===== src/verilog/seq_pkg.sv =====
// Sequencer package with the shared sizes, unit indices, queue depths and vector types
`default_nettype none

package seq_pkg;

  ////////////////////////////////////////////////////////////
  // Sizes
  ////////////////////////////////////////////////////////////

  // Instruction IDs that can be in flight at once
  localparam int unsigned nr_vinsn = 8;
  // Architectural vector registers
  localparam int unsigned nr_vregs = 32;
  // Functional units fed by the sequencer
  localparam int unsigned nr_units = 4;

  // Unit indices, as carried on req_unit_i and issue_unit_o
  localparam int unsigned unit_alu   = 0;
  localparam int unsigned unit_mfpu  = 1;
  localparam int unsigned unit_load  = 2;
  localparam int unsigned unit_store = 3;

  // Masked instructions read their mask from v0
  localparam int unsigned vmask_reg = 0;

  // Instruction queue depth of each unit
  localparam int unsigned unit_depth [nr_units] = '{
    unit_alu:   4,
    unit_mfpu:  4,
    unit_load:  2,
    unit_store: 2
  };
  localparam int unsigned max_depth = 4;

  ////////////////////////////////////////////////////////////
  // Types
  ////////////////////////////////////////////////////////////

  typedef logic [$clog2(nr_vinsn)-1:0]    vid_t;
  // One bit per instruction ID, for hazards and running sets
  typedef logic [nr_vinsn-1:0]            vid_mask_t;
  typedef logic [$clog2(nr_vregs)-1:0]    vreg_t;
  typedef logic [$clog2(nr_units)-1:0]    unit_t;
  typedef logic [nr_units-1:0]            unit_mask_t;
  // Queue occupancy, 0 up to and including max_depth
  typedef logic [$clog2(max_depth+1)-1:0] cnt_t;

endpackage

`default_nettype wire


===== src/verilog/insn_queue_counter.sv =====
// Queue counter tracking outstanding instructions of one functional unit
`timescale 1ns/1ps
`default_nettype none

module insn_queue_counter import seq_pkg::*; #(
  parameter int unsigned depth = 2
) (
  input  wire logic clk_i,
  input  wire logic rst_ni,
  input  wire logic up_i,
  input  wire logic down_i,
  output logic      ready_o
);

  cnt_t cnt_q;

  // One in, one out leaves the count alone
  always_ff @(posedge clk_i or negedge rst_ni) begin
    if (!rst_ni) begin
      cnt_q <= '0;
    end else if (up_i && !down_i) begin
      cnt_q <= cnt_q + cnt_t'(1);
    end else if (down_i && !up_i) begin
      cnt_q <= cnt_q - cnt_t'(1);
    end
  end

  // Room for one more
  assign ready_o = (cnt_q < cnt_t'(depth));

endmodule

`default_nettype wire


===== src/verilog/issue_ctrl.sv =====
// Issue controller accepting requests and holding the registered issue under back-pressure
`timescale 1ns/1ps
`default_nettype none

module issue_ctrl import seq_pkg::*; (
  input  wire logic       clk_i,
  input  wire logic       rst_ni,
  // Front end
  input  wire logic       req_valid_i,
  input  wire unit_t      req_unit_i,
  input  wire vreg_t      req_vs1_i,
  input  wire logic       req_use_vs1_i,
  input  wire vreg_t      req_vs2_i,
  input  wire logic       req_use_vs2_i,
  input  wire vreg_t      req_vd_i,
  input  wire logic       req_use_vd_i,
  input  wire logic       req_vm_i,
  output logic            req_ready_o,
  // From the scoreboard
  input  wire vid_mask_t  hazard_vs1_i,
  input  wire vid_mask_t  hazard_vs2_i,
  input  wire vid_mask_t  hazard_vm_i,
  input  wire vid_mask_t  hazard_vd_i,
  // From the tracker and the counters
  input  wire vid_t       next_id_i,
  input  wire logic       full_i,
  input  wire unit_mask_t unit_ready_i,
  output logic            accept_o,
  output unit_mask_t      cnt_up_o,
  // Issue side
  input  wire logic       issue_ready_i,
  output logic            issue_valid_o,
  output vid_t            issue_id_o,
  output unit_t           issue_unit_o,
  output vreg_t           issue_vs1_o,
  output logic            issue_use_vs1_o,
  output vreg_t           issue_vs2_o,
  output logic            issue_use_vs2_o,
  output vreg_t           issue_vd_o,
  output logic            issue_use_vd_o,
  output logic            issue_vm_o,
  output vid_mask_t       hazard_vs1_o,
  output vid_mask_t       hazard_vs2_o,
  output vid_mask_t       hazard_vm_o,
  output vid_mask_t       hazard_vd_o
);

  // Pending issue not yet taken by the units
  logic stall;

  assign stall = issue_valid_o & ~issue_ready_i;

  // Needs a free issue slot, a free ID and room in the target queue
  assign req_ready_o = ~stall & ~full_i & unit_ready_i[req_unit_i];
  assign accept_o    = req_valid_i & req_ready_o;

  // Target unit gets one more outstanding instruction
  assign cnt_up_o = accept_o ? (unit_mask_t'(1) << req_unit_i) : '0;

  ////////////////////////////////////////////////////////////
  // Issue register
  ////////////////////////////////////////////////////////////

  always_ff @(posedge clk_i or negedge rst_ni) begin
    if (!rst_ni) begin
      issue_valid_o <= 1'b0;
    end else if (!stall) begin
      issue_valid_o <= accept_o;
    end
  end

  // Loads only on accept, and no accept happens while stalled
  always_ff @(posedge clk_i) begin
    if (accept_o) begin
      issue_id_o      <= next_id_i;
      issue_unit_o    <= req_unit_i;
      issue_vs1_o     <= req_vs1_i;
      issue_use_vs1_o <= req_use_vs1_i;
      issue_vs2_o     <= req_vs2_i;
      issue_use_vs2_o <= req_use_vs2_i;
      issue_vd_o      <= req_vd_i;
      issue_use_vd_o  <= req_use_vd_i;
      issue_vm_o      <= req_vm_i;
      hazard_vs1_o    <= hazard_vs1_i;
      hazard_vs2_o    <= hazard_vs2_i;
      hazard_vm_o     <= hazard_vm_i;
      hazard_vd_o     <= hazard_vd_i;
    end
  end

endmodule

`default_nettype wire


===== src/verilog/vector_sequencer.sv =====
// Vector instruction sequencer top with ID tracking, hazard scoreboard and unit queue counters
`timescale 1ns/1ps
`default_nettype none

module vector_sequencer import seq_pkg::*; (
  input  wire logic                     clk_i,
  input  wire logic                     rst_ni,
  // Front end
  input  wire logic                     req_valid_i,
  output logic                          req_ready_o,
  input  wire unit_t                    req_unit_i,
  input  wire vreg_t                    req_vs1_i,
  input  wire logic                     req_use_vs1_i,
  input  wire vreg_t                    req_vs2_i,
  input  wire logic                     req_use_vs2_i,
  input  wire vreg_t                    req_vd_i,
  input  wire logic                     req_use_vd_i,
  input  wire logic                     req_vm_i,
  // Issue side
  output logic                          issue_valid_o,
  input  wire logic                     issue_ready_i,
  output vid_t                          issue_id_o,
  output unit_t                         issue_unit_o,
  output vreg_t                         issue_vs1_o,
  output logic                          issue_use_vs1_o,
  output vreg_t                         issue_vs2_o,
  output logic                          issue_use_vs2_o,
  output vreg_t                         issue_vd_o,
  output logic                          issue_use_vd_o,
  output logic                          issue_vm_o,
  output vid_mask_t                     hazard_vs1_o,
  output vid_mask_t                     hazard_vs2_o,
  output vid_mask_t                     hazard_vm_o,
  output vid_mask_t                     hazard_vd_o,
  // Completion and status
  input  wire vid_mask_t [nr_units-1:0] unit_done_i,
  output logic                          idle_o,
  output vid_mask_t                     running_o
);

  logic       accept;
  vid_t       next_id;
  logic       full;
  unit_mask_t unit_done_any;
  unit_mask_t unit_ready;
  unit_mask_t cnt_up;
  vid_mask_t  hz_vs1, hz_vs2, hz_vm, hz_vd;

  ////////////////////////////////////////////////////////////
  // ID bookkeeping and hazards
  ////////////////////////////////////////////////////////////

  vinsn_tracker vinsn_tracker_i (
    .clk_i           (clk_i),
    .rst_ni          (rst_ni),
    .alloc_i         (accept),
    .alloc_unit_i    (req_unit_i),
    .unit_done_i     (unit_done_i),
    .next_id_o       (next_id),
    .full_o          (full),
    .running_o       (running_o),
    .unit_done_any_o (unit_done_any),
    .idle_o          (idle_o)
  );

  vreg_scoreboard vreg_scoreboard_i (
    .clk_i        (clk_i),
    .rst_ni       (rst_ni),
    .accept_i     (accept),
    .new_id_i     (next_id),
    .running_i    (running_o),
    .vs1_i        (req_vs1_i),
    .vs2_i        (req_vs2_i),
    .vd_i         (req_vd_i),
    .use_vs1_i    (req_use_vs1_i),
    .use_vs2_i    (req_use_vs2_i),
    .use_vd_i     (req_use_vd_i),
    .vm_i         (req_vm_i),
    .hazard_vs1_o (hz_vs1),
    .hazard_vs2_o (hz_vs2),
    .hazard_vm_o  (hz_vm),
    .hazard_vd_o  (hz_vd)
  );

  ////////////////////////////////////////////////////////////
  // Per-unit queue counters
  ////////////////////////////////////////////////////////////

  // Up on accept, down on any done of that unit
  for (genvar u = 0; u < nr_units; u++) begin : gen_queue_cnt
    insn_queue_counter #(
      .depth (unit_depth[u])
    ) insn_queue_counter_i (
      .clk_i   (clk_i),
      .rst_ni  (rst_ni),
      .up_i    (cnt_up[u]),
      .down_i  (unit_done_any[u]),
      .ready_o (unit_ready[u])
    );
  end

  ////////////////////////////////////////////////////////////
  // Acceptance and issue
  ////////////////////////////////////////////////////////////

  issue_ctrl issue_ctrl_i (
    .clk_i           (clk_i),
    .rst_ni          (rst_ni),
    .req_valid_i     (req_valid_i),
    .req_unit_i      (req_unit_i),
    .req_vs1_i       (req_vs1_i),
    .req_use_vs1_i   (req_use_vs1_i),
    .req_vs2_i       (req_vs2_i),
    .req_use_vs2_i   (req_use_vs2_i),
    .req_vd_i        (req_vd_i),
    .req_use_vd_i    (req_use_vd_i),
    .req_vm_i        (req_vm_i),
    .req_ready_o     (req_ready_o),
    .hazard_vs1_i    (hz_vs1),
    .hazard_vs2_i    (hz_vs2),
    .hazard_vm_i     (hz_vm),
    .hazard_vd_i     (hz_vd),
    .next_id_i       (next_id),
    .full_i          (full),
    .unit_ready_i    (unit_ready),
    .accept_o        (accept),
    .cnt_up_o        (cnt_up),
    .issue_ready_i   (issue_ready_i),
    .issue_valid_o   (issue_valid_o),
    .issue_id_o      (issue_id_o),
    .issue_unit_o    (issue_unit_o),
    .issue_vs1_o     (issue_vs1_o),
    .issue_use_vs1_o (issue_use_vs1_o),
    .issue_vs2_o     (issue_vs2_o),
    .issue_use_vs2_o (issue_use_vs2_o),
    .issue_vd_o      (issue_vd_o),
    .issue_use_vd_o  (issue_use_vd_o),
    .issue_vm_o      (issue_vm_o),
    .hazard_vs1_o    (hazard_vs1_o),
    .hazard_vs2_o    (hazard_vs2_o),
    .hazard_vm_o     (hazard_vm_o),
    .hazard_vd_o     (hazard_vd_o)
  );

endmodule

`default_nettype wire


===== src/verilog/vinsn_tracker.sv =====
// Instruction tracker keeping the running IDs per unit and handing out the lowest free ID
`timescale 1ns/1ps
`default_nettype none

module vinsn_tracker import seq_pkg::*; (
  input  wire logic                      clk_i,
  input  wire logic                      rst_ni,
  input  wire logic                      alloc_i,
  input  wire unit_t                     alloc_unit_i,
  input  wire vid_mask_t [nr_units-1:0]  unit_done_i,
  output vid_t                           next_id_o,
  output logic                           full_o,
  output vid_mask_t                      running_o,
  output unit_mask_t                     unit_done_any_o,
  output logic                           idle_o
);

  // Running bitmap of each unit
  vid_mask_t [nr_units-1:0] running_q, running_d;

  // Union over all units
  always_comb begin
    running_o = '0;
    for (int u = 0; u < nr_units; u++) begin
      running_o |= running_q[u];
    end
  end

  // Lowest clear bit wins, so scan from the top down
  always_comb begin
    next_id_o = '0;
    for (int i = nr_vinsn - 1; i >= 0; i--) begin
      if (!running_o[i]) next_id_o = vid_t'(i);
    end
  end

  assign full_o = &running_o;
  assign idle_o = ~(|running_o);

  // Completion of anything on a unit drains that unit's queue counter
  always_comb begin
    for (int u = 0; u < nr_units; u++) begin
      unit_done_any_o[u] = |unit_done_i[u];
    end
  end

  // Done clears, allocation sets; an allocated ID is never running, so no overlap
  always_comb begin
    for (int u = 0; u < nr_units; u++) begin
      running_d[u] = running_q[u] & ~unit_done_i[u];
      if (alloc_i && (alloc_unit_i == unit_t'(u))) begin
        running_d[u][next_id_o] = 1'b1;
      end
    end
  end

  always_ff @(posedge clk_i or negedge rst_ni) begin
    if (!rst_ni) begin
      running_q <= '0;
    end else begin
      running_q <= running_d;
    end
  end

endmodule

`default_nettype wire


===== src/verilog/vreg_scoreboard.sv =====
// Register scoreboard tracking the last reader and writer of each vector register
`timescale 1ns/1ps
`default_nettype none

module vreg_scoreboard import seq_pkg::*; (
  input  wire logic      clk_i,
  input  wire logic      rst_ni,
  input  wire logic      accept_i,
  input  wire vid_t      new_id_i,
  input  wire vid_mask_t running_i,
  input  wire vreg_t     vs1_i,
  input  wire vreg_t     vs2_i,
  input  wire vreg_t     vd_i,
  input  wire logic      use_vs1_i,
  input  wire logic      use_vs2_i,
  input  wire logic      use_vd_i,
  input  wire logic      vm_i,
  output vid_mask_t      hazard_vs1_o,
  output vid_mask_t      hazard_vs2_o,
  output vid_mask_t      hazard_vm_o,
  output vid_mask_t      hazard_vd_o
);

  ////////////////////////////////////////////////////////////
  // Access lists
  ////////////////////////////////////////////////////////////

  // Last reader and last writer ID per register
  vid_t rd_id_q [nr_vregs];
  vid_t wr_id_q [nr_vregs];
  logic [nr_vregs-1:0] rd_valid_q, rd_valid_d;
  logic [nr_vregs-1:0] wr_valid_q, wr_valid_d;

  // Entries whose owner is still running
  logic [nr_vregs-1:0] rd_live, wr_live;

  always_comb begin
    for (int r = 0; r < nr_vregs; r++) begin
      rd_live[r] = rd_valid_q[r] & running_i[rd_id_q[r]];
      wr_live[r] = wr_valid_q[r] & running_i[wr_id_q[r]];
    end
  end

  ////////////////////////////////////////////////////////////
  // Hazard decode
  ////////////////////////////////////////////////////////////

  always_comb begin
    hazard_vs1_o = '0;
    hazard_vs2_o = '0;
    hazard_vm_o  = '0;
    hazard_vd_o  = '0;
    // RAW on the sources
    if (use_vs1_i && wr_live[vs1_i]) hazard_vs1_o[wr_id_q[vs1_i]] = 1'b1;
    if (use_vs2_i && wr_live[vs2_i]) hazard_vs2_o[wr_id_q[vs2_i]] = 1'b1;
    // vm low means a masked op reading v0
    if (!vm_i && wr_live[vmask_reg]) hazard_vm_o[wr_id_q[vmask_reg]] = 1'b1;
    // WAW and WAR both land on the destination vector
    if (use_vd_i) begin
      if (wr_live[vd_i]) hazard_vd_o[wr_id_q[vd_i]] = 1'b1;
      if (rd_live[vd_i]) hazard_vd_o[rd_id_q[vd_i]] = 1'b1;
    end
  end

  ////////////////////////////////////////////////////////////
  // List update
  ////////////////////////////////////////////////////////////

  // Dead entries drop out, so a recycled ID never revives a stale one
  always_comb begin
    rd_valid_d = rd_live;
    wr_valid_d = wr_live;
    if (accept_i) begin
      if (use_vd_i)  wr_valid_d[vd_i]      = 1'b1;
      if (use_vs1_i) rd_valid_d[vs1_i]     = 1'b1;
      if (use_vs2_i) rd_valid_d[vs2_i]     = 1'b1;
      if (!vm_i)     rd_valid_d[vmask_reg] = 1'b1;
    end
  end

  always_ff @(posedge clk_i or negedge rst_ni) begin
    if (!rst_ni) begin
      rd_valid_q <= '0;
      wr_valid_q <= '0;
    end else begin
      rd_valid_q <= rd_valid_d;
      wr_valid_q <= wr_valid_d;
    end
  end

  // Owner ID of each entry, written on accept
  always_ff @(posedge clk_i) begin
    if (accept_i) begin
      if (use_vd_i)  wr_id_q[vd_i]      <= new_id_i;
      if (use_vs1_i) rd_id_q[vs1_i]     <= new_id_i;
      if (use_vs2_i) rd_id_q[vs2_i]     <= new_id_i;
      if (!vm_i)     rd_id_q[vmask_reg] <= new_id_i;
    end
  end

endmodule

`default_nettype wire

===== config.mk =====
export PLATFORM = sky130hd
export DESIGN_NAME = vector_sequencer
export DESIGN_NICKNAME = d
export VERILOG_FILES = /design/src/verilog/seq_pkg.sv /design/src/verilog/insn_queue_counter.sv /design/src/verilog/issue_ctrl.sv /design/src/verilog/vector_sequencer.sv /design/src/verilog/vinsn_tracker.sv /design/src/verilog/vreg_scoreboard.sv
export SDC_FILE = /design/constraint.sdc
export NUM_CORES = 1
export LEC_CHECK = 0
export BUFFER_PORTS_ARGS = -buffer_cell sky130_fd_sc_hd__buf_4
export CAP_MARGIN = 20
export CORE_AREA = 2 2 202 204
export CTS_CLUSTER_DIAMETER = 100
export DETAILED_ROUTE_END_ITERATION = 8
export DIE_AREA = 0 0 204 206
export GPL_ROUTABILITY_DRIVEN = 0
export PLACE_DENSITY = 0.7
export SYNTH_ARGS = -nofsm -noshare
export SYNTH_HDL_FRONTEND = slang
export SYNTH_SLANG_ARGS = --single-unit

===== constraint.sdc =====
create_clock -name clk_i -period 7.6 [get_ports clk_i]
set_input_delay 0 -clock clk_i [delete_from_list [all_inputs] [get_ports clk_i]]
set_output_delay 0 -clock clk_i [all_outputs]
set_load 0.02 [all_outputs]

==> results.yml <==
layout:
  finalCoreUtilization_pct: 61.4
  antenna_cells: 0
  post_route_cells_drive_above_1_share_pct: 22.8
  finalNetCount: 1914
  synthToLayoutAreaGrowth_pct: 14.1
sta:
  maxSlewViolCount: 0
  layout_worst_path_cycle_share_pct: 69.2
  setup_skew_ns: 0.0286
  max_slew.worst_pin.slew_ns: 1.10
  grt_setup_unrepaired: "false"
  setup_viol: 0
  holdWs_ns: -0.0193
  relSlewSlack_pct: 26.4
  setup-tns-final_ns: 0
  fin_ws_ns: 2.34
  post-route-min-period_ns: 5.26
  fmax_mhz: 190
  hold_violations: 1
grt:
  maximum_number_of_pins_on_one_net_before_global_route_repair: 65
  global_route.overflow_total: 0
  grt_pass1_vias: 17399
  global_route_wire_length_before_repair_um: 113000
  grt_usage_pct: 36.9
  grt_antenna_before_repair: 1
synth:
  yosys_warning_count: 0
  yosys.area.top_type: "sky130_fd_sc_hd__edfxtp_1"
  synth.cell_area_sq_mm: 0.0216
  synth.lib_cells_used.distinct: 82
  synthTopCellsByCount: "sky130_fd_sc_hd__edfxtp_1 (248), sky130_fd_sc_hd__mux4_2 (165), sky130_fd_sc_hd__nor2_1 (137), sky130_fd_sc_hd__o22ai_1 (110), sky130_fd_sc_hd__dfrtp_1 (109)"
  yosysTopAreaCellShare_pct: 34.5
  syn_inst_count: 1752
  synth_top_cells_by_area: "sky130_fd_sc_hd__edfxtp_1 (34%), sky130_fd_sc_hd__mux4_2 (17%), sky130_fd_sc_hd__dfrtp_1 (13%)"
  postSynthRegisterBits: 357
  post-synth-top-count-cell: "sky130_fd_sc_hd__edfxtp_1"
  synth_nets: 1817
  synthesis.area_per_instance_sq_um: 12.3
  postSynth.topFlopCell: "sky130_fd_sc_hd__edfxtp_1"
  share_of_the_yosys_chip_area_belonging_to_registers_pct: 47.1
  synth-edff-count: 248
  asyncSetResetFlopFracSynth_pct: 30.5
worst_hold_path:
  holdCritPathClass: "in -> reg"
  min_path_cells: 1
  hold-path-endpoint: "issue_ctrl_i.issue_vs1_o[0]"
  min-delay-start: "req_vs1_i[0]"
clocking:
  tritoncts_clock_tree: "yes"
  clock_path_buffers: 3
  ctsRootBufferMaster: "sky130_fd_sc_hd__clkbuf_16"
  worst_skew_pair.late_latency_ns: 0.58
  tritoncts.num_buffers: 39
  cts_post_setup_buffers_inserted: 0
  clock_sinks: 357
  cts-htree-levels: 2
  clock_transition_at_the_registers_of_the_reported_paths_ns: 0.06
  count_of_cells_resized_by_post_cts_repair: 0
drt:
  detail_route.wirelength.met1_um: 26600
  post-route-drc-count: 0
  initialDrtViolationCount: 3108
  top_layer_used: "met4"
  met2WireLength_um: 32700
  wire_per_inst_um: 31.8
  vias_per_cell: 7.56
  drt-total-wl_um: 76700
  met3_wirelength_um: 12200
  drt_pass1_iterations: 6
  route.antenna.remaining_nets: 0
  detailroute.via_count: 18223
place:
  hpwlAfterDp_um: 50300
  port_buffers: 123
  dp_worst_setup_slack_ns: 2.62
critical_path:
  worstRegToRegCells: 9
  regToRegSetupSlack_ns: 2.34
  cp_max_fo: 54
  critical_path_capture_point_type: "flop"
  crit_required_ns: 7.82
  endpoint_of_the_most_critical_register_to_register_path: "vreg_scoreboard_i.rd_id_q[2][1]"
  worst-endpoint-arrival_ns: 5.48
  criticalPathCategory: "reg -> reg"
  worstSetupStartpointType: "flop"
  worst_r2r_startpoint: "vinsn_tracker_i.running_q[26]"
floorplanning:
  die_y_um: 206
  floorplan.initialDensity_pct: 53.8
  design.portCount: 124
  floorplan.die_area_sq_mm: 0.0420
  number_of_standard_cell_rows_in_the_floorplan: 74
  core_area_sq_mm: 0.0402
  chipWidth_um: 204
power:
  static-leakage-power_nw: 8.80
  peakVddDrop_uv: 200
  power-per-cell-area_mw_per_mm2: 216
flow_run:
  drv_cap: 0
outcome:
  violations: "negative hold slack"
  outcome: "finished, violations left"
## flip-flops by register name, summed over array words and instances (netlist names), 12 cells and up
name / flops
gen_queue_cnt.insn_queue_counter_i.cnt_q: 12
vreg_scoreboard_i.rd_id_q: 96
vinsn_tracker_i.running_q: 32
vreg_scoreboard_i.wr_id_q: 96
vreg_scoreboard_i.rd_valid_q: 32
vreg_scoreboard_i.wr_valid_q: 32
## layout by cell type (no fill, tap or decap), types with 46 or more instances in the layout
| cell | instances |
|---|---|
| sky130_fd_sc_hd__inv_1 | 80 |
| sky130_fd_sc_hd__nand2_1 | 96 |
| sky130_fd_sc_hd__dfrtp_1 | 109 |
| sky130_fd_sc_hd__nor3_1 | 47 |
| sky130_fd_sc_hd__nor2_1 | 136 |
| sky130_fd_sc_hd__o22ai_1 | 110 |
| sky130_fd_sc_hd__mux2i_1 | 59 |
| sky130_fd_sc_hd__buf_4 | 150 |
| sky130_fd_sc_hd__dlygate4sd3_1 | 53 |
| sky130_fd_sc_hd__mux4_2 | 165 |
| sky130_fd_sc_hd__o21ai_0 | 46 |
| sky130_fd_sc_hd__edfxtp_1 | 248 |
## through the flow
step | instance area [sq um] | power, mW | std cells | hold slack, ns
after global routing | 24700 | 5.48 | 2412 | 0.0142
after detailed placement | 22800 | 3.38 | 2287 | 0.180
after global placement | 22800 | 3.36 | 2287 | 0.176
after floorplan | 21600 | 2.94 | 1752 | -0.296
after CTS | 24700 | 5.31 | 2412 | 0.00265
final | 24700 | 5.33 | 2412 | -0.0193
## critical path, cell delays in order (launching register included)
cell and delay, ns:
sky130_fd_sc_hd__dfrtp_1 0.40, sky130_fd_sc_hd__nor4_4 0.27, sky130_fd_sc_hd__buf_4 0.51, sky130_fd_sc_hd__nor2_1 0.29
sky130_fd_sc_hd__a31oi_1 0.55, sky130_fd_sc_hd__nand2_1 0.33, sky130_fd_sc_hd__inv_2 0.42, sky130_fd_sc_hd__buf_4 0.59
sky130_fd_sc_hd__nand4_1 0.80, sky130_fd_sc_hd__o22ai_1 0.71
## worst max path at each step
stage | start | end | slack (ns) | cells after the start
after floorplan | vinsn_tracker_i.running_q[26] | gen_queue_cnt[1].insn_queue_counter_i.cnt_q[2] | 3.45 | 13
after global placement | vinsn_tracker_i.running_q[26] | vreg_scoreboard_i.rd_id_q[2][0] | 2.89 | 9
after detailed placement | vinsn_tracker_i.running_q[26] | vreg_scoreboard_i.rd_id_q[18][0] | 2.62 | 9
after CTS | vinsn_tracker_i.running_q[26] | vreg_scoreboard_i.rd_id_q[18][0] | 2.61 | 9
after global routing | vinsn_tracker_i.running_q[26] | vreg_scoreboard_i.rd_id_q[10][1] | 2.18 | 9
final | vinsn_tracker_i.running_q[26] | vreg_scoreboard_i.rd_id_q[2][1] | 2.34 | 9
## power breakdown
part / total (mW) / switching (mW) / internal (mW)
combinational: 1.08 / 0.709 / 0.370
sequential: 2.32 / 0.0618 / 2.26
clock: 1.94 / 0.811 / 1.12
## cell type report
type	count	area [sq um]
clock buffer	55	1110
clock inverter	17	180
fill	3140	15500
inverter	88	330
multi-input combinational	1160	10500
sequential	357	10200
tap	532	666
timing repair buffer	203	1660
## layer usage
layer  up-vias  GRT usage (%)
met1      8896           48.3
met2      1691           53.8
met4         0           19.8
met3       381           13.4
li1       7255              -
met5         -              0
## kinds of logic after synthesis
group / after synthesis / synth area share, %
buffers and inverters: 235 / 4.27
adders and majority gates: 8 / 0.602
AOI/OAI and AO/OA: 363 / 12.0
DFF: 357 / 47.1
xor gates and xnor gates: 12 / 0.486
muxes: 244 / 21.9
and+or+nand+nor: 533 / 13.6
## repair_timing
item | in CTS | in global routing
hold buffers | 53 | 0
hold endpoints to repair | 138 | 0
setup endpoints to repair | 0 | 0
No activity file was read; power rests on OpenSTA's default activity.
